File: src/hdl/freeze_timer.sv
// ~~~~~~~~~~~~~~~~~~~~~~~~~~~~~~~~~~~~~~~~
// freeze button debounce and press pulse
// ~~~~~~~~~~~~~~~~~~~~~~~~~~~~~~~~~~~~~~~~
`timescale 1ns/1ns

module freeze_timer #(
  parameter int FREEZE_HOLD = 4
) (
  input  logic clk,
  input  logic cpu_rst,
  input  logic freeze,
  output logic press
);

  // the counter only has to reach FREEZE_HOLD and then sits there
  localparam int CW = $clog2(FREEZE_HOLD + 1);
  localparam logic [CW-1:0] HOLD = CW'(FREEZE_HOLD);

  logic [CW-1:0] cnt;
  // set once the current press has been reported
  logic          fired;
  logic          hold_met;

  assign hold_met = (cnt == HOLD);

  always_ff @(posedge clk) begin
    if (cpu_rst) begin
      cnt   <= '0;
      fired <= 1'b0;
      press <= 1'b0;
    end else begin
      // one pulse in the cycle after the count saturates
      press <= hold_met && !fired;
      // any low sample restarts the count and re-arms the pulse
      if (!freeze) begin
        cnt   <= '0;
        fired <= 1'b0;
      end else begin
        if (!hold_met) begin
          cnt <= cnt + 1'b1;
        end
        if (hold_met) begin
          fired <= 1'b1;
        end
      end
    end
  end

endmodule

File: config.mk
export PLATFORM = sky130hd
export DESIGN_NAME = freeze_timer
export DESIGN_NICKNAME = d
export VERILOG_FILES = /design/src/hdl/freeze_timer.sv
export SDC_FILE = /design/constraint.sdc
export NUM_CORES = 1
export LEC_CHECK = 0
export BUFFER_PORTS_ARGS = -buffer_cell sky130_fd_sc_hd__buf_4
export CELL_PAD_IN_SITES_DETAIL_PLACEMENT = 0
export CELL_PAD_IN_SITES_GLOBAL_PLACEMENT = 1
export CORE_AREA = 2 2 39 41
export DETAILED_ROUTE_END_ITERATION = 7
export DIE_AREA = 0 0 41 43
export GPL_ROUTABILITY_DRIVEN = 0
export PLACE_DENSITY_LB_ADDON = 0.1
export SLEW_MARGIN = 20
export SYNTH_ARGS = -nofsm -noshare
export SYNTH_HDL_FRONTEND = slang
export SYNTH_SLANG_ARGS = --single-unit
File: constraint.sdc
create_clock -name clk -period 3.29 [get_ports clk]
set_input_delay 0.4935 -clock clk [delete_from_list [all_inputs] [get_ports clk]]
set_output_delay 0.4935 -clock clk [all_outputs]
set_load 0.1 [all_outputs]
==> impl_metrics.tcl <==
set metrics [dict create \
    max_freq_mhz 764.3 \
    critPathSlowestCell "dfxtp_1" \
    ctsHtreeMaxLevel 1 \
    path_cells "buf_4" \
    cts_tree "done" \
    rows 14 \
    clk_pin_slew_worst_paths_ps 40 \
    post_drt_wl_per_cell_um 8.804 \
    ir_drop_uv 163.8 \
    wl_met1_um 186 \
    maxSlewViolCount 0 \
    clockBufferDepth 2 \
    hpwl_um 310.1 \
    ys_seq_area_frac 0.4494 \
    setup_tns_ps 0 \
    grt_pass1_wl_um 655 \
    synth_cell_types 14 \
    relSlewSlack 0.8166 \
    drtPass1Iterations 2 \
    dp_cells 42 \
    worstPathMaxFanout 1 \
    ant_nets 0 \
    grt_max_degree 9 \
    outcome "complete, no violations" \
    rr_worst_depth 4 \
    core_area_um2 1384 \
    worst-r2r-setup-slack_ps 2150 \
    tightest_slew_ps 277.3 \
    maxCapViolCount 0 \
    synth_area_um2 222.7 \
    antenna_found_initial 0 \
    worstReg2RegStart "cnt[0]" \
    crit_family "flip-flops" \
    met2_wirelength_um 205 \
    min_period_over_period 0.3977 \
    ys_ff_latch 5 \
    start_kind "register" \
    final_nets 36 \
    cpPeakStageDelay_ps 300 \
    n_antenna_cell 0 \
    crit_buf_inv 1 \
    worst_r2r_endpoint "cnt[1]" \
    root_buffer "clkbuf_4" \
    period_needed_ps 1308 \
    path_depth 1 \
    gr-total-overflow 0 \
    hold_path_end "press" \
    syn_nets 29 \
    die_area_um2 1763 \
    io_pins 4 \
    hold_viol_final 0 \
    synthCells 24 \
    cts_resized 0 \
    end_kind "output pin" \
    clk_latency_ps 240 \
    finalSetupViolations 0 \
    post_route_cells_drive_above_1_share 0.3000 \
    powerDensity_nw_per_um2 502.5 \
    holdCritStartpoint "cpu_rst" \
    topRoutingLayerUsed "met3" \
    die_h_um 43 \
    hold_buffers 0 \
    drt_iter0_drc 1 \
    hold_depth 2 \
    post-route-drc-count 0 \
    ys.warnings.count 0 \
    vias_per_cell 3.804 \
    vias 175 \
    grt_pass1_vias 180 \
    clock_sinks 5 \
    worst-setup-path-type "reg -> out" \
    port-buffer-count 3 \
    grt.total_usage 0.06250 \
    rsz0062_at_grt "no" \
    finalNonFillerCells 46 \
    min_path_type "in -> reg" \
    syn_avg_cell_area_um2 9.280 \
    p_leak_nw 0.1229 \
    die_w_um 41 \
    postCtsSetupBuffers 0 \
    wirelength_um 405 \
    areaGrowthSynthToFinish_pct 28.65 \
    clock_skew_ps 1.934 \
    initial_core_util 0.1609 \
    wl_met3_um 14 \
    crit_required_ps 2800 \
    worst_ep_arrival_time_ps 810 \
    cts_buffers 3 \
]
==> synth_stat cells, drive strengths merged <==
cell type,n,share of area
a21o,1,0.039
a21oi,3,0.067
nor2,2,0.034
nand3,2,0.045
ha,2,0.11
nand2b,1,0.028
inv,2,0.034
dfxtp,5,0.45
a21bo,1,0.045
nand2,1,0.017
clkbuf,1,0.022
and3b,1,0.039
nor3,2,0.067
==> placed cells by master (no fill, tap or decap) <==
| cell type | netlist | routed |
|---|---|---|
| a21bo_2 | 1 | 1 |
| inv_1 | 2 | 2 |
| nor3_1 | 1 | 1 |
| ha_1 | 2 | 2 |
| dfxtp_1 | 5 | 5 |
| a21oi_1 | 3 | 3 |
| nand2_1 | 1 | 1 |
| nand3_1 | 2 | 2 |
| clkbuf_4 | 0 | 3 |
| nand2b_1 | 1 | 1 |
| buf_4 | 0 | 3 |
| clkbuf_1 | 0 | 1 |
| nor3_2 | 1 | 1 |
| and3b_1 | 1 | 1 |
| a21o_2 | 1 | 1 |
| nor2_1 | 2 | 2 |
==> layer usage <==
metal	up-vias	track usage
met5	-	0
met4	0	0.08000
met3	0	0.01571
met2	2	0.08750
met1	81	0.06189
li1	92	-
==> sequential cells by signal, summed over array words and instances (netlist names) <==
name	count
fired	1
press	1
cnt	3
==> power by group <==
group	total, mW	switching (mW)	internal (mW)
clock network	0.0705	0.0247	0.0458
registers	0.0633	0.00123	0.0621
logic	0.0101	0.00475	0.00539
total	0.144	0.0307	0.113
==> stage by stage <==
step / setup slack (ps) / util / hold WS [ps] / power (mW) / area [um2]
finish: 1982 / 0.2071 / 415.5 / 0.1440 / 286.5
global route: 1941 / 0.2071 / 408.0 / 0.1532 / 286.5
CTS: 1970 / 0.2071 / 407.9 / 0.1478 / 286.5
detailed placement: 2153 / 0.1881 / 415.6 / 0.07473 / 260.3
global placement: 2180 / 0.1881 / 408.9 / 0.07412 / 260.3
floorplan: 1888 / - / 398.3 / 0.07085 / 222.7
==> how the worst max path moves through the flow <==
| stage | slack (ps) | endpoint | start |
|---|---|---|---|
| floorplan | 1890 | press | press |
| global placement | 2180 | cnt[1] | cnt[0] |
| detailed placement | 2150 | cnt[1] | cnt[0] |
| CTS | 1970 | press | press |
| global route | 1940 | press | press |
| finish | 1980 | press | press |
==> final cells by class <==
type / instances / area [um2]
Timing Repair Buffer: 3 / 22.52
Tap cell: 16 / 20.02
Inverter: 2 / 7.507
Fill cell: 156 / 1097
Sequential cell: 5 / 100.1
Multi-Input combinational cell: 16 / 110.1
Clock buffer: 4 / 26.28
==> logic make-up after synthesis <==
group,Yosys count,share of synthesized area
compound gates,5,0.1517
flops,5,0.4495
fa+ha+maj,2,0.1123
buf+inv,3,0.05617
simple gates,9,0.2303
Note: power is estimated with default switching activity, not from simulation.
