### config.mk
export PLATFORM = sky130hd
export DESIGN_NAME = cart_decode_flat
export DESIGN_NICKNAME = d
export VERILOG_FILES = /design/src/hdl/cart_pkg.sv /design/src/hdl/cart_bus_if.sv /design/src/hdl/cart_decode.sv /design/src/flat_wrapper.sv
export SDC_FILE = /design/constraint.sdc
export NUM_CORES = 1
export LEC_CHECK = 0
export BUFFER_PORTS_ARGS = -buffer_cell sky130_fd_sc_hd__buf_4
export CORE_MARGIN = 2
export CORE_UTILIZATION = 20
export CTS_CLUSTER_SIZE = 14
export DETAILED_ROUTE_END_ITERATION = 10
export PLACE_DENSITY = 0.78
export SYNTH_ARGS = -nofsm -noshare
export SYNTH_HDL_FRONTEND = slang
export SYNTH_SLANG_ARGS = --single-unit
### constraint.sdc
create_clock -name clk -period 1.8 [get_ports clk]
set_input_delay 0.36 -clock clk [delete_from_list [all_inputs] [get_ports clk]]
set_output_delay 0.36 -clock clk [all_outputs]
set_load 0.01 [all_outputs]
### src/hdl/cart_pkg.sv
// ~~~~~~~~~~~~~~~~~~~~~~~~~~~~~~~~~~~~~~~~
// freeze cartridge shared constants, FSM
// state type and the CPU address union
// ~~~~~~~~~~~~~~~~~~~~~~~~~~~~~~~~~~~~~~~~
package cart_pkg;

  // address bits 23:19 of the monitor RAM window 0xA00000 to 0xA7FFFF
  localparam logic [4:0] cart_base = 5'b10100;

  // level 7 autovector words, the CPU ends up at 0xA0000C
  localparam logic [15:0] nmi_vec_hi = 16'h00A0;
  localparam logic [15:0] nmi_vec_lo = 16'h000C;

  // address bits 23:2 shared by the vector words at 0x00007C and 0x00007E
  localparam logic [21:0] nmi_vec_page = 22'h00001F;

  // freeze controller states
  // irq_pending holds the interrupt, overlay swaps in the vector words
  typedef enum logic [1:0] {
    idle        = 2'd0,
    irq_pending = 2'd1,
    overlay     = 2'd2
  } fsm_state_t;

  // cartridge view of the word address
  // bank is compared against cart_base, offset indexes the RAM
  typedef struct packed {
    logic [4:0]  bank;
    logic [17:0] offset;
  } cart_view_t;

  // vector view of the word address
  // page picks the autovector long word, word_sel picks its half
  typedef struct packed {
    logic [21:0] page;
    logic        word_sel;
  } vec_view_t;

  // CPU word address, bits 23:1, read through either view
  typedef union packed {
    cart_view_t cart;
    vec_view_t  vec;
  } cpu_addr_u;

endpackage

### src/hdl/cart_bus_if.sv
// ~~~~~~~~~~~~~~~~~~~~~~~~~~~~~~~~~~~~~~~~
// decoded CPU bus cycle between the inner
// cartridge blocks
// ~~~~~~~~~~~~~~~~~~~~~~~~~~~~~~~~~~~~~~~~
`timescale 1ns/1ns

interface cart_bus_if;

  // word address, bits 23:1 of the CPU address
  cart_pkg::cpu_addr_u addr;
  // address strobe, active low as on the CPU pin
  logic                as_n;
  logic                rd;
  // upper and lower byte write strobes
  logic                hwr;
  logic                lwr;
  logic [15:0]         wdata;
  // cartridge select, the only signal the decoder drives
  logic                sel;

  modport decoder (output sel, input addr, as_n, rd, hwr, lwr, wdata);

  modport mem (input addr, hwr, lwr, wdata, sel);

  modport ctrl (input addr, as_n, rd, sel);

endinterface

### src/hdl/cart_decode.sv
// ~~~~~~~~~~~~~~~~~~~~~~~~~~~~~~~~~~~~~~~~
// cartridge select, vector override and
// registered output data mux
// ~~~~~~~~~~~~~~~~~~~~~~~~~~~~~~~~~~~~~~~~
`timescale 1ns/1ns

module cart_decode (
  input  logic        clk,
  input  logic        cpu_rst,
  cart_bus_if.decoder bus,
  input  logic        dbr,
  input  logic        overlay_active,
  input  logic [15:0] rdata,
  output logic        sel_cart,
  output logic        ovr,
  output logic [15:0] cart_data
);

  // source of the word returned one cycle after a read
  logic        ovr_q;
  logic        ram_q;
  logic [15:0] vec_q;

  // cartridge view, the bank field selects the monitor RAM window
  // the chip bus has the cycle when dbr is high
  assign bus.sel  = !dbr && (bus.addr.cart.bank == cart_pkg::cart_base);
  assign sel_cart = bus.sel;

  // vector view, only reads of 0x7C and 0x7E while the overlay is up
  assign ovr = overlay_active && !dbr && bus.rd &&
               (bus.addr.vec.page == cart_pkg::nmi_vec_page);

  always_ff @(posedge clk) begin
    if (cpu_rst) begin
      ovr_q <= 1'b0;
      ram_q <= 1'b0;
    end else begin
      ovr_q <= ovr;
      ram_q <= bus.sel && bus.rd;
    end
  end

  // the vector word is picked in the read cycle so it meets the RAM word
  always_ff @(posedge clk) begin
    vec_q <= bus.addr.vec.word_sel ? cart_pkg::nmi_vec_lo : cart_pkg::nmi_vec_hi;
  end

  // ovr and sel never overlap, the vector page lies in bank 0
  assign cart_data = ovr_q ? vec_q :
                     ram_q ? rdata : 16'h0000;

endmodule

### src/flat_wrapper.sv
// flat-port wrapper written by rule: the top's interface ports become plain ports
module cart_decode_flat 
  (clk, cpu_rst, dbr, overlay_active, rdata, sel_cart, ovr, cart_data, bus_sel, bus_addr, bus_as_n, bus_rd, bus_hwr, bus_lwr, bus_wdata);
  cart_bus_if bus_i ();
  input  logic clk;
  input  logic cpu_rst;
  input  logic dbr;
  input  logic overlay_active;
  input  logic [15:0] rdata;
  output logic sel_cart;
  output logic ovr;
  output logic [15:0] cart_data;
  output wire logic [$bits(bus_i.sel)-1:0] bus_sel;
  input wire logic [$bits(bus_i.addr)-1:0] bus_addr;
  input wire logic [$bits(bus_i.as_n)-1:0] bus_as_n;
  input wire logic [$bits(bus_i.rd)-1:0] bus_rd;
  input wire logic [$bits(bus_i.hwr)-1:0] bus_hwr;
  input wire logic [$bits(bus_i.lwr)-1:0] bus_lwr;
  input wire logic [$bits(bus_i.wdata)-1:0] bus_wdata;
  assign bus_sel = bus_i.sel;
  assign bus_i.addr = bus_addr;
  assign bus_i.as_n = bus_as_n;
  assign bus_i.rd = bus_rd;
  assign bus_i.hwr = bus_hwr;
  assign bus_i.lwr = bus_lwr;
  assign bus_i.wdata = bus_wdata;
  cart_decode u_core (.clk(clk), .cpu_rst(cpu_rst), .bus(bus_i), .dbr(dbr), .overlay_active(overlay_active), .rdata(rdata), .sel_cart(sel_cart), .ovr(ovr), .cart_data(cart_data));
endmodule
==> run_results.csv, run 1 <==
group,metric,value,unit
run_status,status,"finished clean",
clock_tree,cts.sinks,4,
timing,tightest_slew,0.4375,ns
critical_path,startpoint_type,"input pin",
clock_tree,clock-root-buffer,"clkbuf_4",
timing,fmax,571.1,MHz
floorplanning,rows,14,
timing,setup_viol,0,
global_route,grt_pass1_wl,1.869,mm
floorplanning,die_h,43.55,um
floorplanning,num_io_pins,82,
pwr,p_leak,0.4361,nW
route,ant_nets,0,
critical_path,path_cells,"buf_4 -> or4_4 -> nor3_1 -> buf_4",
synth,synthCells,38,
route,viasPerCell,4.496,
global_route,grt_pass1_vias,525,
synth,syn-num-nets,101,
cells_and_area,final_nets,166,
floorplanning,dieArea,0.001896,sq mm
global_route,grt_usage,12.76,%
placement,place.gp.congestion,0.6753,
critical_path,worst_path_most_repeated_cell,"buf_4",
flow_run,drv_cap,0,
global_route,grt_max_degree,17,
global_route,antenna_found_initial,0,
route,post_drt_wl_per_cell,9.761,um
route,drt_wl_total,1.142,mm
route,drc,0,
hold_path,hp-class,"in2reg",
synth,synth-seq-cells,4,
critical_path,crit_path_end_kind,"output port",
cells_and_area,regArea,80.08,sq um
timing,rsz0062_at_grt,"false",
synth,synth.cells.most_frequent,"and2_1, a22o_1, dfxtp_1",
timing,hold_violations,0,
pwr,p_per_area,344.2,mW/mm^2
synth,synthTopCellsByArea,"dfxtp_1, and2_1, a22o_1",
floorplanning,fp.dieW,43.55,um
clock_tree,cts_tree,"built",
synth,synth_top_area_share,25.60,%
synth,yosysSeqAreaShare,25.60,%
clock_tree,ctsHoldBuffers,0,
critical_path,cp_slowest_cell,"or4_4",
clock_tree,htree_levels,1,
synth,yosysWarningCount,0,
timing,fin_tns_setup,0,ns
timing,fin_crit_sh,97.28,%
critical_path,critPathArrivalTime,1.39,ns
clock_tree,cts-buffers-inserted,3,
synth,synthArstFlopShare,0,%
route,drtIter0Drc,5,
critical_path,crit_type,"in2out",
critical_path,crit_required,1.44,ns
synth,ys_types,17,
pwr,ir_worst_vdd,0.0002417,V
cells_and_area,drive_gt1_share,68.32,%
synth,synth_top_area_cell,"dfxtp_1",
floorplanning,core_area,0.001489,sq mm
synth,synth-main-ff-cell,"dfxtp_1",
route,first_pass_iters,2,
floorplanning,start_util,21.01,%
synth,synthesis.area,312.8,sq um
synth,yosysMostFrequentCell,"and2_1",
timing,drv_slew,0,
route,num_vias,526,
timing,fin_crit,1.751,ns
cells_and_area,areaGrowthSynthToFinish,159.6,%
cells_and_area,final_core_util,54.54,%
clock_tree,clk_pin_slew,0.04,ns
placement,portBuffers,62,
clock_tree,cts_buffer_depth,2,
critical_path,cp_max_fo,4,
cells_and_area,multiInputGateArea,220.2,sq um
critical_path,cp_slowest_stage_delay,0.55,ns
global_route,grt.overflow.total,0,
timing,slew_headroom,70.70,%
cells_and_area,diodes,0,
placement,place_hpwl,1.044,mm
synth,syn_area_per_cell,8.232,sq um
synth,synth_edf_count,0,
cells_and_area,n_fill_cell,129,
critical path: cells and delay by family:
kind,cells,cell delay [ns]
simple gates,2,0.77
buf+inv,2,0.26
repair_timing:
action / 4_1_cts / 5_1_grt
gates resized for setup: 1 / 0
buffers inserted: 0 / 0
endpoints found under the setup margin: 16 / 0
state kept, by name, summed over array words and instances, names as in the netlist:
signal,count
u_core.vec_q,2
u_core.ram_q,1
u_core.ovr_q,1
metal layers:
metal	vias to the layer above	global-route usage (%)	routed length [um]	share of wire, %
li1	263	-	-	-
met1	209	9.848	323	28
met2	54	23.82	539	47
met3	0	7.917	279	24
met4	0	6.667	0	0
met5	-	0	0	0
cell usage in the layout (no fill, tap or decap), drive strengths merged:
| master | synthesis | layout |
|---|---|---|
| nor3 | 2 | 2 |
| nand4 | 1 | 1 |
| nor2 | 2 | 2 |
| buf | 1 | 62 |
| nor2b | 1 | 1 |
| inv | 1 | 1 |
| or4 | 1 | 1 |
| and4b | 1 | 1 |
| dfxtp | 4 | 4 |
| clkbuf | 1 | 3 |
| nand2 | 2 | 2 |
| a22o | 4 | 4 |
| nor4 | 3 | 3 |
| and4 | 1 | 1 |
| and2 | 12 | 12 |
| nor4b | 1 | 1 |
kinds of logic after synthesis:
kind of cell	Yosys count	synth area share (%)
AND/OR/NAND/NOR	27	58.40
buffers and inverters	3	4.799
flip-flops	4	25.60
AO/OA/AOI/OAI	4	11.20
stage by stage:
| step | cell area [sq um] | setup WS (ns) | total power [mW] | cells | hold slack [ns] |
|---|---|---|---|---|---|
| 5_1_grt | 812.0 | 0.004815 | 0.2979 | 117 | 0.2296 |
| 3_3_place_gp | 787.0 | 0.07701 | 0.1733 | 114 | 0.4760 |
| 4_1_cts | 812.0 | 0.04938 | 0.2867 | 117 | 0.2345 |
| 2_1_floorplan | 312.8 | 0.1343 | 0.1024 | 38 | 0.3877 |
| 6_report | 812.0 | 0.04899 | 0.2795 | 117 | 0.2428 |
| 3_5_place_dp | 787.0 | 0.05841 | 0.1752 | 114 | 0.4768 |
final cells by class:
cell class / instances / share of cell area, %
tap: 16 / 2.465
multi-input combinational: 31 / 27.12
timing repair buffer: 62 / 57.32
inverter: 1 / 0.4622
sequential: 4 / 9.861
clock buffer: 3 / 2.773
power breakdown:
part           switching (mW)  total (mW)  internal [mW]
Combinational          0.0169      0.0804         0.0635
Sequential            0.00111      0.0928         0.0917
Clock                  0.0320       0.106         0.0743
final timing paths:
path                          from               to  slack [ns]  cells past startpoint
worst max-delay path  bus_addr[18]              ovr        0.05                      4
worst min-delay path   bus_addr[0]  u_core.vec_q[3]        0.24                      1
Power figures use the tool's default switching activity.
==> run 2, diff against run 1 <==
MAX_ROUTING_LAYER = met4   (was unset)
==> run 2 against run 1 <==
Effect of this change:
- first-iteration DRC count is 20% lower
- non-clock buffer count stayed put
- worst hold slack stayed put
- sequential cell count stayed put
- sequential share of layout area stayed put
- highest routed layer unchanged
- critical path depth stayed put
- routed wire length is 0.26% higher
- sequential power hardly changed
- maximum frequency hardly changed
- global-route usage is 0.39 points higher
- clock power hardly changed
- critical path type unchanged
- setup slack hardly changed
==> run_results.csv, run 2 (same netlist as run 1, synthesis figures left out) <==
group,metric,value,unit
run_status,status,"finished clean",
critical_path,cp_max_fo,4,
cells_and_area,diodes,0,
cells_and_area,areaGrowthSynthToFinish,159.6,%
clock_tree,cts-buffers-inserted,3,
route,drt_wl_total,1.145,mm
route,viasPerCell,4.496,
timing,fmax,571.1,MHz
cells_and_area,drive_gt1_share,68.32,%
timing,tightest_slew,0.4375,ns
pwr,finalPower,0.2795,mW
hold_path,hp-class,"in2reg",
floorplanning,fp.dieW,43.55,um
global_route,grt_pass1_vias,525,
timing,drv_slew,0,
pwr,p_per_area,344.3,mW/mm^2
placement,portBuffers,62,
global_route,grt.overflow.total,0,
clock_tree,cts.sinks,4,
clock_tree,clk_pin_slew,0.04,ns
floorplanning,core_area,0.001489,sq mm
floorplanning,start_util,21.01,%
cells_and_area,largestRegisters,"u_core.vec_q x2, u_core.ovr_q x1, u_core.ram_q x1",
timing,fin_crit_sh,97.28,%
cells_and_area,final_area,812.0,sq um
timing,setup_viol,0,
flow_run,drv_cap,0,
global_route,antenna_found_initial,0,
placement,place.gp.congestion,0.6820,
clock_tree,ctsHoldBuffers,0,
route,first_pass_iters,2,
timing,hold_ws,0.2428,ns
pwr,p_leak,0.4361,nW
timing,hold_violations,0,
hold_path,min_from,"bus_addr[0]",
timing,fin_crit,1.751,ns
clock_tree,cts_resized,1,
floorplanning,die_h,43.55,um
cells_and_area,final_nets,166,
floorplanning,dieArea,0.001896,sq mm
cells_and_area,final_core_util,54.54,%
route,ant_nets,0,
cells_and_area,largest_reg_flops,2,
timing,slew_headroom,70.70,%
clock_tree,cts_tree,"built",
placement,place_hpwl,1.044,mm
hold_path,holdPathEnd,"u_core.vec_q[3]",
critical_path,startpoint_type,"input pin",
clock_tree,cts_buffer_depth,2,
floorplanning,rows,14,
critical_path,critPathArrivalTime,1.39,ns
floorplanning,num_io_pins,82,
pwr,ir_worst_vdd,0.0002417,V
global_route,grt_pass1_wl,1.869,mm
route,num_vias,526,
global_route,grt_usage,13.15,%
route,drtIter0Drc,4,
timing,rsz0062_at_grt,"false",
cells_and_area,mostFrequentLayoutCell,"buf_4",
global_route,grt_max_degree,17,
route,post_drt_wl_per_cell,9.786,um
cells_and_area,regMostFlops,"u_core.vec_q",
clock_tree,clock-root-buffer,"clkbuf_4",
hold_path,hold_depth,1,
timing,fin_tns_setup,0,ns
route,drc,0,
clock_tree,htree_levels,1,
cells_and_area,mostFrequentLayoutCells,"buf_4, and2_1, a22o_1, dfxtp_1, clkbuf_4",
placement,place_area,787.0,sq um
critical_path,crit_required,1.44,ns
critical_path,crit_path_end_kind,"output port",
clock_tree,postCtsSetupBuffers,0,
critical_path,crit_type,"in2out",
[run 2: final cells by class]
| class | instances | area (sq um) |
|---|---|---|
| Clock buffer | 3 | 22.52 |
| Multi-Input combinational cell | 31 | 220.2 |
| Inverter | 1 | 3.754 |
| Tap cell | 16 | 20.02 |
| Fill cell | 129 | 676.9 |
| Sequential cell | 4 | 80.08 |
| Timing Repair Buffer | 62 | 465.4 |
[run 2: worst max path at each step]
stage / start / end / slack (ns) / cells after the start
after detailed placement: bus_addr[18] / ovr / 0.06 / 4
final: bus_addr[18] / ovr / 0.05 / 4
after CTS: bus_addr[18] / ovr / 0.05 / 4
after floorplan: bus_addr[18] / sel_cart / 0.13 / 3
after global routing: bus_addr[20] / ovr / 0.005 / 5
after global placement: bus_addr[18] / ovr / 0.08 / 4
[run 2: per-stage QoR]
| step | worst slack (ns) | cells |
|---|---|---|
| 2_1_floorplan | 0.1343 | 38 |
| 3_3_place_gp | 0.07701 | 114 |
| 3_5_place_dp | 0.05841 | 114 |
| 4_1_cts | 0.04938 | 117 |
| 5_1_grt | 0.004774 | 117 |
| 6_report | 0.04897 | 117 |
[run 2: routing by layer]
layer | up-vias | track usage, % | wire (um)
li1 | 263 | - | -
met1 | 209 | 10.35 | 329
met2 | 54 | 23.82 | 538
met3 | 0 | 7.083 | 277
met4 | 0 | 6.667 | 0
met5 | - | - | 0
[run 2: power by group]
group          internal [mW]  switching [mW]  leakage [nW]  total (mW)
clock network         0.0743          0.0320        0.0138       0.106
registers             0.0917         0.00111        0.0330      0.0928
logic                 0.0635          0.0169         0.389      0.0805
total                  0.230          0.0500         0.436       0.280
[run 2: worst max-delay path, stage by stage]
cell and delay (ns):
buf_4 0.11, or4_4 0.55, nor3_1 0.22, buf_4 0.15
