`config.mk`:
```
export PLATFORM = sky130hd
export DESIGN_NAME = freeze_fsm_flat
export DESIGN_NICKNAME = d
export VERILOG_FILES = /design/src/hdl/cart_pkg.sv /design/src/hdl/cart_bus_if.sv /design/src/hdl/freeze_fsm.sv /design/src/flat_wrapper.sv
export SDC_FILE = /design/constraint.sdc
export NUM_CORES = 1
export LEC_CHECK = 0
export BUFFER_PORTS_ARGS = -buffer_cell sky130_fd_sc_hd__clkbuf_2
export CAP_MARGIN = 25
export CORE_AREA = 10 10 47 49
export DETAILED_ROUTE_END_ITERATION = 8
export DIE_AREA = 0 0 57 59
export MAX_ROUTING_LAYER = met4
export SLEW_MARGIN = 20
export SYNTH_ARGS = -nofsm -noshare
export SYNTH_HDL_FRONTEND = slang
export SYNTH_SLANG_ARGS = --single-unit
```
`constraint.sdc`:
```
create_clock -name clk -period 1.6 [get_ports clk]
set_clock_uncertainty 0.2 [all_clocks]
set_input_delay 0.32 -clock clk [delete_from_list [all_inputs] [get_ports clk]]
set_output_delay 0.32 -clock clk [all_outputs]
set_load 0.02 [all_outputs]
```
`src/hdl/cart_pkg.sv`:
```
// ~~~~~~~~~~~~~~~~~~~~~~~~~~~~~~~~~~~~~~~~
// freeze cartridge shared constants, FSM
// state type and the CPU address union
// ~~~~~~~~~~~~~~~~~~~~~~~~~~~~~~~~~~~~~~~~
package cart_pkg;

  // address bits 23:19 of the monitor RAM window 0xA00000 to 0xA7FFFF
  localparam logic [4:0] cart_base = 5'b10100;

  // level 7 autovector words, the CPU ends up at 0xA0000C
  localparam logic [15:0] nmi_vec_hi = 16'h00A0;
  localparam logic [15:0] nmi_vec_lo = 16'h000C;

  // address bits 23:2 shared by the vector words at 0x00007C and 0x00007E
  localparam logic [21:0] nmi_vec_page = 22'h00001F;

  // freeze controller states
  // irq_pending holds the interrupt, overlay swaps in the vector words
  typedef enum logic [1:0] {
    idle        = 2'd0,
    irq_pending = 2'd1,
    overlay     = 2'd2
  } fsm_state_t;

  // cartridge view of the word address
  // bank is compared against cart_base, offset indexes the RAM
  typedef struct packed {
    logic [4:0]  bank;
    logic [17:0] offset;
  } cart_view_t;

  // vector view of the word address
  // page picks the autovector long word, word_sel picks its half
  typedef struct packed {
    logic [21:0] page;
    logic        word_sel;
  } vec_view_t;

  // CPU word address, bits 23:1, read through either view
  typedef union packed {
    cart_view_t cart;
    vec_view_t  vec;
  } cpu_addr_u;

endpackage

```
`src/hdl/cart_bus_if.sv`:
```
// ~~~~~~~~~~~~~~~~~~~~~~~~~~~~~~~~~~~~~~~~
// decoded CPU bus cycle between the inner
// cartridge blocks
// ~~~~~~~~~~~~~~~~~~~~~~~~~~~~~~~~~~~~~~~~
`timescale 1ns/1ns

interface cart_bus_if;

  // word address, bits 23:1 of the CPU address
  cart_pkg::cpu_addr_u addr;
  // address strobe, active low as on the CPU pin
  logic                as_n;
  logic                rd;
  // upper and lower byte write strobes
  logic                hwr;
  logic                lwr;
  logic [15:0]         wdata;
  // cartridge select, the only signal the decoder drives
  logic                sel;

  modport decoder (output sel, input addr, as_n, rd, hwr, lwr, wdata);

  modport mem (input addr, hwr, lwr, wdata, sel);

  modport ctrl (input addr, as_n, rd, sel);

endinterface

```
`src/hdl/freeze_fsm.sv`:
```
// ~~~~~~~~~~~~~~~~~~~~~~~~~~~~~~~~~~~~~~~~
// freeze controller: level 7 request,
// acknowledge and vector overlay
// ~~~~~~~~~~~~~~~~~~~~~~~~~~~~~~~~~~~~~~~~
`timescale 1ns/1ns

module freeze_fsm (
  input  logic        clk,
  input  logic        cpu_rst,
  input  logic        press,
  cart_bus_if.ctrl    bus,
  output logic        int7,
  output logic        overlay_active
);

  cart_pkg::fsm_state_t state;

  logic int_ack;
  logic cart_read;

  // the interrupt acknowledge cycle drives every address line high
  // with the strobe asserted, the CPU reads the vector number there
  assign int_ack = (&bus.addr) && !bus.as_n && bus.rd;

  // the first read from the cartridge window means the monitor is running
  assign cart_read = bus.rd && bus.sel;

  always_ff @(posedge clk) begin
    if (cpu_rst) begin
      state <= cart_pkg::idle;
    end else begin
      case (state)
        cart_pkg::idle: begin
          if (press) begin
            state <= cart_pkg::irq_pending;
          end
        end
        cart_pkg::irq_pending: begin
          // further presses are dropped until the overlay is released
          if (int_ack) begin
            state <= cart_pkg::overlay;
          end
        end
        cart_pkg::overlay: begin
          if (cart_read) begin
            state <= cart_pkg::idle;
          end
        end
        default: begin
          // unused encoding, fall back to idle
          state <= cart_pkg::idle;
        end
      endcase
    end
  end

  // both outputs come straight from the state register
  assign int7           = (state == cart_pkg::irq_pending);
  assign overlay_active = (state == cart_pkg::overlay);

endmodule

```
`src/flat_wrapper.sv`:
```
// flat-port wrapper written by rule: the top's interface ports become plain ports
module freeze_fsm_flat 
  (clk, cpu_rst, press, int7, overlay_active, bus_addr, bus_as_n, bus_rd, bus_sel);
  cart_bus_if bus_i ();
  input  logic clk;
  input  logic cpu_rst;
  input  logic press;
  output logic int7;
  output logic overlay_active;
  input wire logic [$bits(bus_i.addr)-1:0] bus_addr;
  input wire logic [$bits(bus_i.as_n)-1:0] bus_as_n;
  input wire logic [$bits(bus_i.rd)-1:0] bus_rd;
  input wire logic [$bits(bus_i.sel)-1:0] bus_sel;
  assign bus_i.addr = bus_addr;
  assign bus_i.as_n = bus_as_n;
  assign bus_i.rd = bus_rd;
  assign bus_i.sel = bus_sel;
  freeze_fsm u_core (.clk(clk), .cpu_rst(cpu_rst), .press(press), .bus(bus_i), .int7(int7), .overlay_active(overlay_active));
endmodule
```
==> out/results.tsv, run 1 <==
stage	metric	value	unit
sta	TNS Setup	0	ns
setup_path	R2R Path End	u_core.state[1]	
placed_design	pre-CTS setup slack	0.268	ns
sta	final period utilization	0.894	
sta	Fin. Hold Viols	0	
cts	htree depth	1	
setup_path	crit end category	output pin	
die	Chip Height	59	um
grt	initial antenna violation count	0	
cells_and_area	Reg area	40.0	um2
die	core footprint	1400	um2
power	VDD IR max	0.0937	mV
cts	cts hold-fix bufs	0	
grt	first-pass GRT wire length	1.35	mm
power	Leak	0.179	nW
die	Placement Rows	14	
synth	Gate Count Post-Synth	20	
min_path	min-delay worst type	in2reg	
power	Tot Pwr	212	uW
sta	unrepaired setup endpoints after global routing	no	
cells_and_area	area of the multi-input gates	116	um2
sta	Final Critical Period	1.43	ns
placed_design	Placed Cells	66	
synth	Seq/Total Area, Yosys	0.256	
die	io pins	31	
job	# Max-Cap Violations	0	
drt	final WL	843	um
cells_and_area	share of cells above drive strength 1	0.660	
grt	largest net degree at the start of global routing	5	
setup_path	Worst setup SP type	flop	
cells_and_area	Final nets	84	
synth	post-synthesis cell type count	13	
drt	Vias/cell	4.20	
cts	later-pin clock latency in the skew report	0.22	ns
synth	register bit total from synthesis	2	
cts	post-CTS sizing	0	
cells_and_area	post-route insts no fill	69	
cts	clk root buf	clkbuf_4	
cells_and_area	Ant. Diodes	0	
grt	Overflow after GRT	0	
synth	Cell Area, Synth	156	um2
die	Die Wd	57	um
cells_and_area	# fillers	172	
power	pwr dens	608	nW/um2
cts	clock sinks	2	
cells_and_area	biggest regs	u_core.state x2	
setup_path	FF-to-FF setup slack	0.36	ns
cells_and_area	Final Util	0.249	
cells_and_area	synth-to-layout area growth	123	%
grt	global routing's busiest layer	met2	
sta	final setup margin	0.170	ns
setup_path	WP data arrival	0.91	ns
grt	vias in the first global route	307	
sta	Worst slew margin	0.760	
cells_and_area	design area	349	um2
drt	Residual DRC	0	
die	Die ar.	3360	um2
placed_design	total placed instance area	327	um2
drt	drt first pass iters	2	
cells_and_area	Largest Register	u_core.state	
synth	Synth Warn #	0	
sta	Worst Max-Slew Pin Slew	0.356	ns
setup_path	R2R Path Start	u_core.state[1]	
setup_path	Critical Path Fanout Max	3	
cts	setup bufs post-CTS	0	
sta	hold_ws	0.0993	ns
synth	mean area per synthesized cell	7.82	um2
setup_path	critical path class	reg2out	
setup_path	FF-to-FF path depth	3	
synth	syn_nets	49	
grt	met1 global-route usage	0.0606	
cells_and_area	max FFs per register	2	
setup_path	Crit. Startpoint	u_core.state[1]	
drt	Antenna Nets Post-Route	0	
drt	via count	290	
status	status	finished, final reports clean	
grt	grt met2 use	0.0651	
placed_design	PortBufs	30	
setup_path	Crit path required time	1.08	ns
drt	WL per Instance	12.2	um
sta	Slew Limit Fails	0	
cts	Reg clk slew, reported paths	0.03	ns
grt	GRT Resource Usage Total	0.0520	
cts	clock buffer depth	2	
grt	grt met3 use	0.0322	
sta	fmax	0.699	GHz
cts	CTS tree	done	
drt	DRT iter0 DRCs	3	
die	initial core utilization	0.112	
setup_path	CP Capture Point	overlay_active	
placed_design	global placer's final weighted congestion	0.649	
sta	Setup-failing EPs final	0	
cts	CTS Buf Count	3	
==> cell type report <==
class                      instances  share of cell area
tap                               16              0.0573
multi-input combinational         18               0.333
clock buffer                       3              0.0645
sequential                         2               0.115
timing repair buffer              30               0.430
==> worst max-delay path: stages, from the launching register on <==
cell      delay, ns
dfxtp_1        0.32
nor2b_1        0.17
clkbuf_2       0.19
==> logic make-up after synthesis <==
| logic type | after synthesis | share of synthesized area |
|---|---|---|
| AND/OR/NAND/NOR | 16 | 0.640 |
| flip-flops | 2 | 0.256 |
| AO/OA/AOI/OAI | 2 | 0.104 |
==> layer usage <==
| metal | wire [um] | up-vias |
|---|---|---|
| li1 | - | 148 |
| met1 | 378 | 125 |
| met2 | 401 | 17 |
| met3 | 64 | 0 |
| met4 | 0 | 0 |
| met5 | 0 | - |
==> synth_stat cells <==
cell	n	share of area
a211oi_1	1	0.048
and2b_2	1	0.056
dfxtp_1	2	0.26
nand2_1	3	0.072
nand4_1	5	0.20
nand4b_1	1	0.056
nor2_1	1	0.024
nor2b_1	1	0.040
nor3_1	1	0.032
nor4_1	1	0.040
nor4_2	1	0.080
o2bb2ai_1	1	0.056
or2_1	1	0.040
==> cell usage in the layout, fill, tap and decap left out <==
cell       count
a211oi_1       1
and2b_2        1
clkbuf_2      30
clkbuf_4       3
dfxtp_1        2
nand2_1        3
nand4_1        5
nand4b_1       1
nor2_1         1
nor2b_1        1
nor3_1         1
nor4_1         1
nor4_2         1
o2bb2ai_1      1
or2_1          1
==> worst min path at each step <==
stage | to | cells after the start | start | slack (ns)
2_1_floorplan | u_core.state[1] | 1 | cpu_rst | 0.21
3_3_place_gp | u_core.state[1] | 2 | cpu_rst | 0.31
3_5_place_dp | u_core.state[1] | 2 | cpu_rst | 0.32
4_1_cts | u_core.state[1] | 2 | cpu_rst | 0.09
5_1_grt | u_core.state[1] | 2 | cpu_rst | 0.09
6_report | u_core.state[1] | 2 | cpu_rst | 0.1
==> power by group <==
group	leakage [nW]	internal, mW	switching [mW]
Clock	0.0138	0.0828	0.0287
Combinational	0.149	0.0301	0.0168
Sequential	0.0164	0.0521	0.00173
Note: power is estimated with default switching activity, not from simulation.
==> run 2: changes to the inputs <==
Settings changed: RECOVER_POWER from default to 50.
==> out/results.tsv, run 2 (synthesis gave the netlist of run 1 again) <==
stage	metric	value	unit	change
power	pwr dens	609	nW/um2	was 608 nW/um2
cts	clk root buf	clkbuf_4		unchanged
power	VDD IR max	0.0938	mV	was 0.0937 mV
cells_and_area	leading cell types in the layout, fill and taps excluded	clkbuf_2, nand4_1, nand2_1, clkbuf_4, dfxtp_1		unchanged
cells_and_area	biggest regs	u_core.state x2		unchanged
die	io pins	31		unchanged
cells_and_area	design area	349	um2	unchanged
cts	later-pin clock latency in the skew report	0.22	ns	about the same
cells_and_area	share of cells above drive strength 1	0.660		unchanged
cells_and_area	Final nets	84		unchanged
sta	Setup-failing EPs final	0		unchanged
cts	CTS Buf Count	3		unchanged
drt	drt first pass iters	2		unchanged
cells_and_area	Largest Register	u_core.state		unchanged
die	Die Wd	57	um	unchanged
status	status	finished, final reports clean		unchanged
setup_path	Worst setup SP type	flop		unchanged
cts	Reg clk slew, reported paths	0.03	ns	about the same
sta	Fin. Hold Viols	0		unchanged
cts	setup bufs post-CTS	0		unchanged
drt	Residual DRC	0		unchanged
setup_path	crit end category	output pin		unchanged
cells_and_area	post-route insts no fill	69		unchanged
power	Leak	0.177	nW	was 0.179 nW
placed_design	PortBufs	30		unchanged
job	# Max-Cap Violations	0		unchanged
placed_design	Placed Cells	66		unchanged
drt	WL per Instance	12.2	um	about the same
min_path	min-delay worst type	in2reg		unchanged
cts	htree depth	1		unchanged
grt	Overflow after GRT	0		unchanged
die	initial core utilization	0.112		unchanged
grt	largest net degree at the start of global routing	5		unchanged
die	Die ar.	3360	um2	unchanged
drt	DRT iter0 DRCs	3		unchanged
power	Sw Share	0.225		was 0.223
power	net switching power	47.8	uW	was 47.2 uW
power	Logic pwr share	0.221		about the same
cells_and_area	Ant. Diodes	0		unchanged
cells_and_area	most common cell after layout, fill and taps aside	clkbuf_2		unchanged
placed_design	pre-CTS setup slack	0.268	ns	unchanged
setup_path	critical path class	reg2out		unchanged
cts	clock buffer depth	2		unchanged
drt	via count	291		was 290
die	Chip Height	59	um	unchanged
setup_path	WP data arrival	0.91	ns	about the same
drt	Vias/cell	4.22		was 4.20
die	core footprint	1400	um2	unchanged
drt	Antenna Nets Post-Route	0		unchanged
sta	unrepaired setup endpoints after global routing	no		unchanged
cts	cts hold-fix bufs	0		unchanged
sta	Slew Limit Fails	0		unchanged
grt	vias in the first global route	307		unchanged
cells_and_area	synth-to-layout area growth	123	%	unchanged
setup_path	Crit path required time	1.08	ns	about the same
setup_path	Critical Path Fanout Max	3		unchanged
cts	clock sinks	2		unchanged
sta	fmax	0.699	GHz	about the same
grt	first-pass GRT wire length	1.35	mm	unchanged
power	Int Power	165	uW	about the same
cts	post-CTS sizing	0		unchanged
sta	Worst Max-Slew Pin Slew	0.349	ns	was 0.356 ns
sta	Worst slew margin	0.765		was 0.760
placed_design	total placed instance area	327	um2	unchanged
sta	TNS Setup	0	ns	unchanged
drt	final WL	845	um	was 843 um
cells_and_area	max FFs per register	2		unchanged
grt	GRT Resource Usage Total	0.0520		unchanged
grt	initial antenna violation count	0		unchanged
sta	final period utilization	0.895		was 0.894
placed_design	global placer's final weighted congestion	0.649		unchanged
sta	Final Critical Period	1.43	ns	about the same
power	Flop pwr share	0.253		was 0.254
die	Placement Rows	14		unchanged
sta	final setup margin	0.169	ns	was 0.170 ns
power	Clk pwr share	0.526		was 0.525
cts	CTS tree	done		unchanged
-- run 2: worst paths after layout --
check | cells past startpoint | from | slack, ns | to
setup / recovery | 2 | u_core.state[1] | 0.17 | overlay_active
hold / removal | 2 | cpu_rst | 0.10 | u_core.state[1]
setup reg to reg | 3 | u_core.state[1] | 0.36 | u_core.state[1]
hold reg to reg | 2 | u_core.state[0] | 0.33 | u_core.state[0]
-- run 2: per-stage QoR --
stage / hold WS (ns) / utilization / power, mW
floorplan: 0.208 / - / 0.0654
global placement: 0.308 / 0.233 / 0.101
detailed placement: 0.321 / 0.233 / 0.102
CTS: 0.0855 / 0.249 / 0.220
global route: 0.0908 / 0.249 / 0.233
finish: 0.101 / 0.249 / 0.213
-- run 2: layout make-up --
cell class / instances / area, um2
clock buffer: 3 / 22.5
sequential: 2 / 40.0
fill: 172 / 1050
tap: 16 / 20.0
multi-input combinational: 18 / 116
timing repair buffer: 30 / 150
-- run 2: power by group through the flow --
stage / sequential, mW / clock (mW) / combinational, mW
final: 0.0538 / 0.112 / 0.0469
after global routing: 0.0542 / 0.126 / 0.0520
after CTS: 0.0539 / 0.118 / 0.0477
after detailed placement: 0.0546 / 0 / 0.0475
after global placement: 0.0545 / 0 / 0.0467
after floorplan: 0.0539 / 0 / 0.0114
-- run 2: worst max-delay path, stage by stage, from the launching register on --
cell and delay (ns):
dfxtp_1 0.32, nor2b_1 0.17, clkbuf_2 0.19
-- run 2: per-layer routing --
metal  share of wire  GRT usage  vias up  routed length (um)
li1                -          -      149                   -
met3           0.076     0.0322        0                  64
met2            0.48     0.0651       17                 402
met4               0     0.0302        0                   0
met1            0.45     0.0606      125                 378
met5               0          -        -                   0
==> run 3: changes to the inputs <==
Settings changed: SLEW_MARGIN 20 to default.
Clock period 1.6 ns to 1.3 ns, I/O delays scaled along.
==> out/results.tsv, run 3 (synthesis gave the netlist of run 1 again) <==
stage	metric	value	unit	change
sta	final setup margin	-0.0423	ns	was 0.169 ns
cts	clk root buf	clkbuf_4		unchanged
die	core footprint	1400	um2	unchanged
sta	Fin. Hold Viols	0		unchanged
power	Int Power	208	uW	was 165 uW
cells_and_area	biggest regs	u_core.state x2		unchanged
cts	Reg clk slew, reported paths	0.03	ns	about the same
setup_path	number of cells on the critical path	2		unchanged
setup_path	CP cell instances	and2b_2, buf_8		was nor2b_1, clkbuf_2
min_path	min-delay worst type	in2reg		unchanged
power	Logic pwr share	0.232		was 0.221
power	Leak	0.185	nW	was 0.177 nW
cells_and_area	Ant. Diodes	0		unchanged
die	io pins	31		unchanged
power	Clk pwr share	0.518		was 0.526
die	initial core utilization	0.112		unchanged
sta	Slew Limit Fails	0		unchanged
cts	CTS Buf Count	3		unchanged
sta	unrepaired setup endpoints after global routing	yes		was no
cells_and_area	area of the multi-input gates	119	um2	was 116 um2
placed_design	pre-CTS setup slack	0.0330	ns	was 0.268 ns
drt	final WL	806	um	was 845 um
setup_path	Crit. Startpoint	u_core.state[1]		unchanged
setup_path	FF-to-FF setup slack	0.14	ns	was 0.36 ns
sta	Setup-failing EPs final	2		was 0
setup_path	FF-to-FF path depth	3		unchanged
grt	GRT Resource Usage Total	0.0505		was 0.0520
status	failing checks	negative setup slack		
cts	clock buffer depth	2		unchanged
sta	Worst slew margin	0.758		was 0.765
cells_and_area	Final Util	0.266		was 0.249
setup_path	Crit path required time	0.84	ns	was 1.08 ns
placed_design	PortBufs	30		unchanged
cells_and_area	Final nets	84		unchanged
setup_path	R2R Path End	u_core.state[0]		was u_core.state[1]
power	pwr dens	720	nW/um2	was 609 nW/um2
job	# Max-Cap Violations	0		unchanged
sta	fmax	0.745	GHz	
setup_path	Critical Path Fanout Max	3		unchanged
grt	vias in the first global route	307		unchanged
placed_design	global placer's final weighted congestion	0.647		was 0.649
power	net switching power	60.7	uW	was 47.8 uW
drt	via count	278		was 291
drt	drt first pass iters	4		was 2
sta	Final Critical Period	1.34	ns	
setup_path	R2R Path Start	u_core.state[0]		was u_core.state[1]
cells_and_area	Largest Register	u_core.state		unchanged
die	Die Wd	57	um	unchanged
setup_path	critical path class	reg2out		unchanged
die	Chip Height	59	um	unchanged
cts	CTS tree	done		unchanged
setup_path	Worst setup SP type	flop		unchanged
die	Die ar.	3360	um2	unchanged
setup_path	Worst Path Buf+Inv	1		unchanged
power	VDD IR max	0.249	mV	was 0.0938 mV
cts	cts hold-fix bufs	0		unchanged
status	status	finished, violations left		was finished, final reports clean
cells_and_area	max FFs per register	2		unchanged
cts	later-pin clock latency in the skew report	0.23	ns	was 0.22 ns
setup_path	Largest stage delay, worst path	0.31	ns	was 0.32 ns
min_path	worst hold start	cpu_rst		unchanged
drt	Antenna Nets Post-Route	0		unchanged
grt	first-pass GRT wire length	1.29	mm	was 1.35 mm
setup_path	WP data arrival	0.88	ns	was 0.91 ns
grt	initial antenna violation count	0		unchanged
drt	WL per Instance	11.7	um	was 12.2 um
cells_and_area	most common cell after layout, fill and taps aside	clkbuf_2		unchanged
die	Placement Rows	14		unchanged
power	Flop pwr share	0.250		was 0.253
cells_and_area	synth-to-layout area growth	138	%	was 123%
sta	final period utilization	1.03		
cells_and_area	# fillers	157		was 172
drt	Residual DRC	0		unchanged
cells_and_area	Reg area	42.5	um2	was 40.0 um2
grt	Overflow after GRT	0		unchanged
drt	Vias/cell	4.03		was 4.22
setup_path	CP Capture Point	int7		was overlay_active
sta	Worst Max-Slew Pin Slew	0.359	ns	was 0.349 ns
grt	largest net degree at the start of global routing	5		unchanged
cts	clock sinks	2		unchanged
setup_path	Slowest cell on crit path	dfxtp_2		was dfxtp_1
setup_path	crit end category	output pin		unchanged
cells_and_area	share of cells above drive strength 1	0.717		was 0.660
setup_path	Crit path max-delay family	flip-flops		unchanged
cells_and_area	leading cell types in the layout, fill and taps excluded	clkbuf_2, nand4_1, nand2_1, clkbuf_4, dfxtp_2		was clkbuf_2, nand4_1, nand2_1, clkbuf_4, dfxtp_1
drt	DRT iter0 DRCs	1		was 3
power	Sw Share	0.226		was 0.225
cts	htree depth	1		unchanged
[run 3: layout make-up]
cell class / count / area share
clock buffer: 3 / 0.0604
timing repair buffer: 30 / 0.453
tap: 16 / 0.0537
sequential: 2 / 0.114
multi-input combinational: 18 / 0.319
[run 3: layer usage]
metal	global-route usage	vias up	wire, um	part of all wire
met5	-	-	0	0
met4	0.0201	0	9	0.011
met3	0.0365	2	68	0.084
met2	0.0667	19	355	0.44
met1	0.0567	109	372	0.46
li1	-	148	-	-
[run 3: worst min path at each step]
stage / end / slack, ns / cells after the start
CTS: u_core.state[1] / 0.009 / 2
global placement: u_core.state[1] / 0.26 / 2
finish: u_core.state[1] / 0.02 / 2
floorplan: u_core.state[1] / 0.15 / 1
detailed placement: u_core.state[1] / 0.26 / 2
global route: u_core.state[1] / 0.02 / 2
[run 3: what timing repair did]
item,4_1_cts,5_1_grt
pin swaps,0,1
buffers inserted,0,0
setup endpoints to repair,2,3
gates resized for setup,7,1
endpoints found under the hold margin,0,0
[run 3: stage by stage]
stage	hold WS, ns	std cells	total power, mW	setup TNS, ns	instance area (um2)
floorplan	0.148	20	0.0805	0	156
global route	0.0161	69	0.293	-0.142	373
detailed placement	0.255	66	0.125	0	327
global placement	0.255	66	0.125	0	327
finish	0.0160	69	0.268	-0.0555	373
CTS	0.00895	69	0.278	-0.0974	372
[run 3: worst register-to-register path: stages, from the launching register on]
cell,delay (ns)
dfxtp_2,0.34
nand4_1,0.08
nor4_1,0.28
a211oi_1,0.12
[run 3: power groups by stage]
stage / Clock [mW] / Combinational [mW] / Sequential, mW
6_report: 0.139 / 0.0622 / 0.0671
3_3_place_gp: 0 / 0.0576 / 0.0669
4_1_cts: 0.149 / 0.0617 / 0.0670
3_5_place_dp: 0 / 0.0579 / 0.0670
5_1_grt: 0.157 / 0.0690 / 0.0671
2_1_floorplan: 0 / 0.0141 / 0.0664
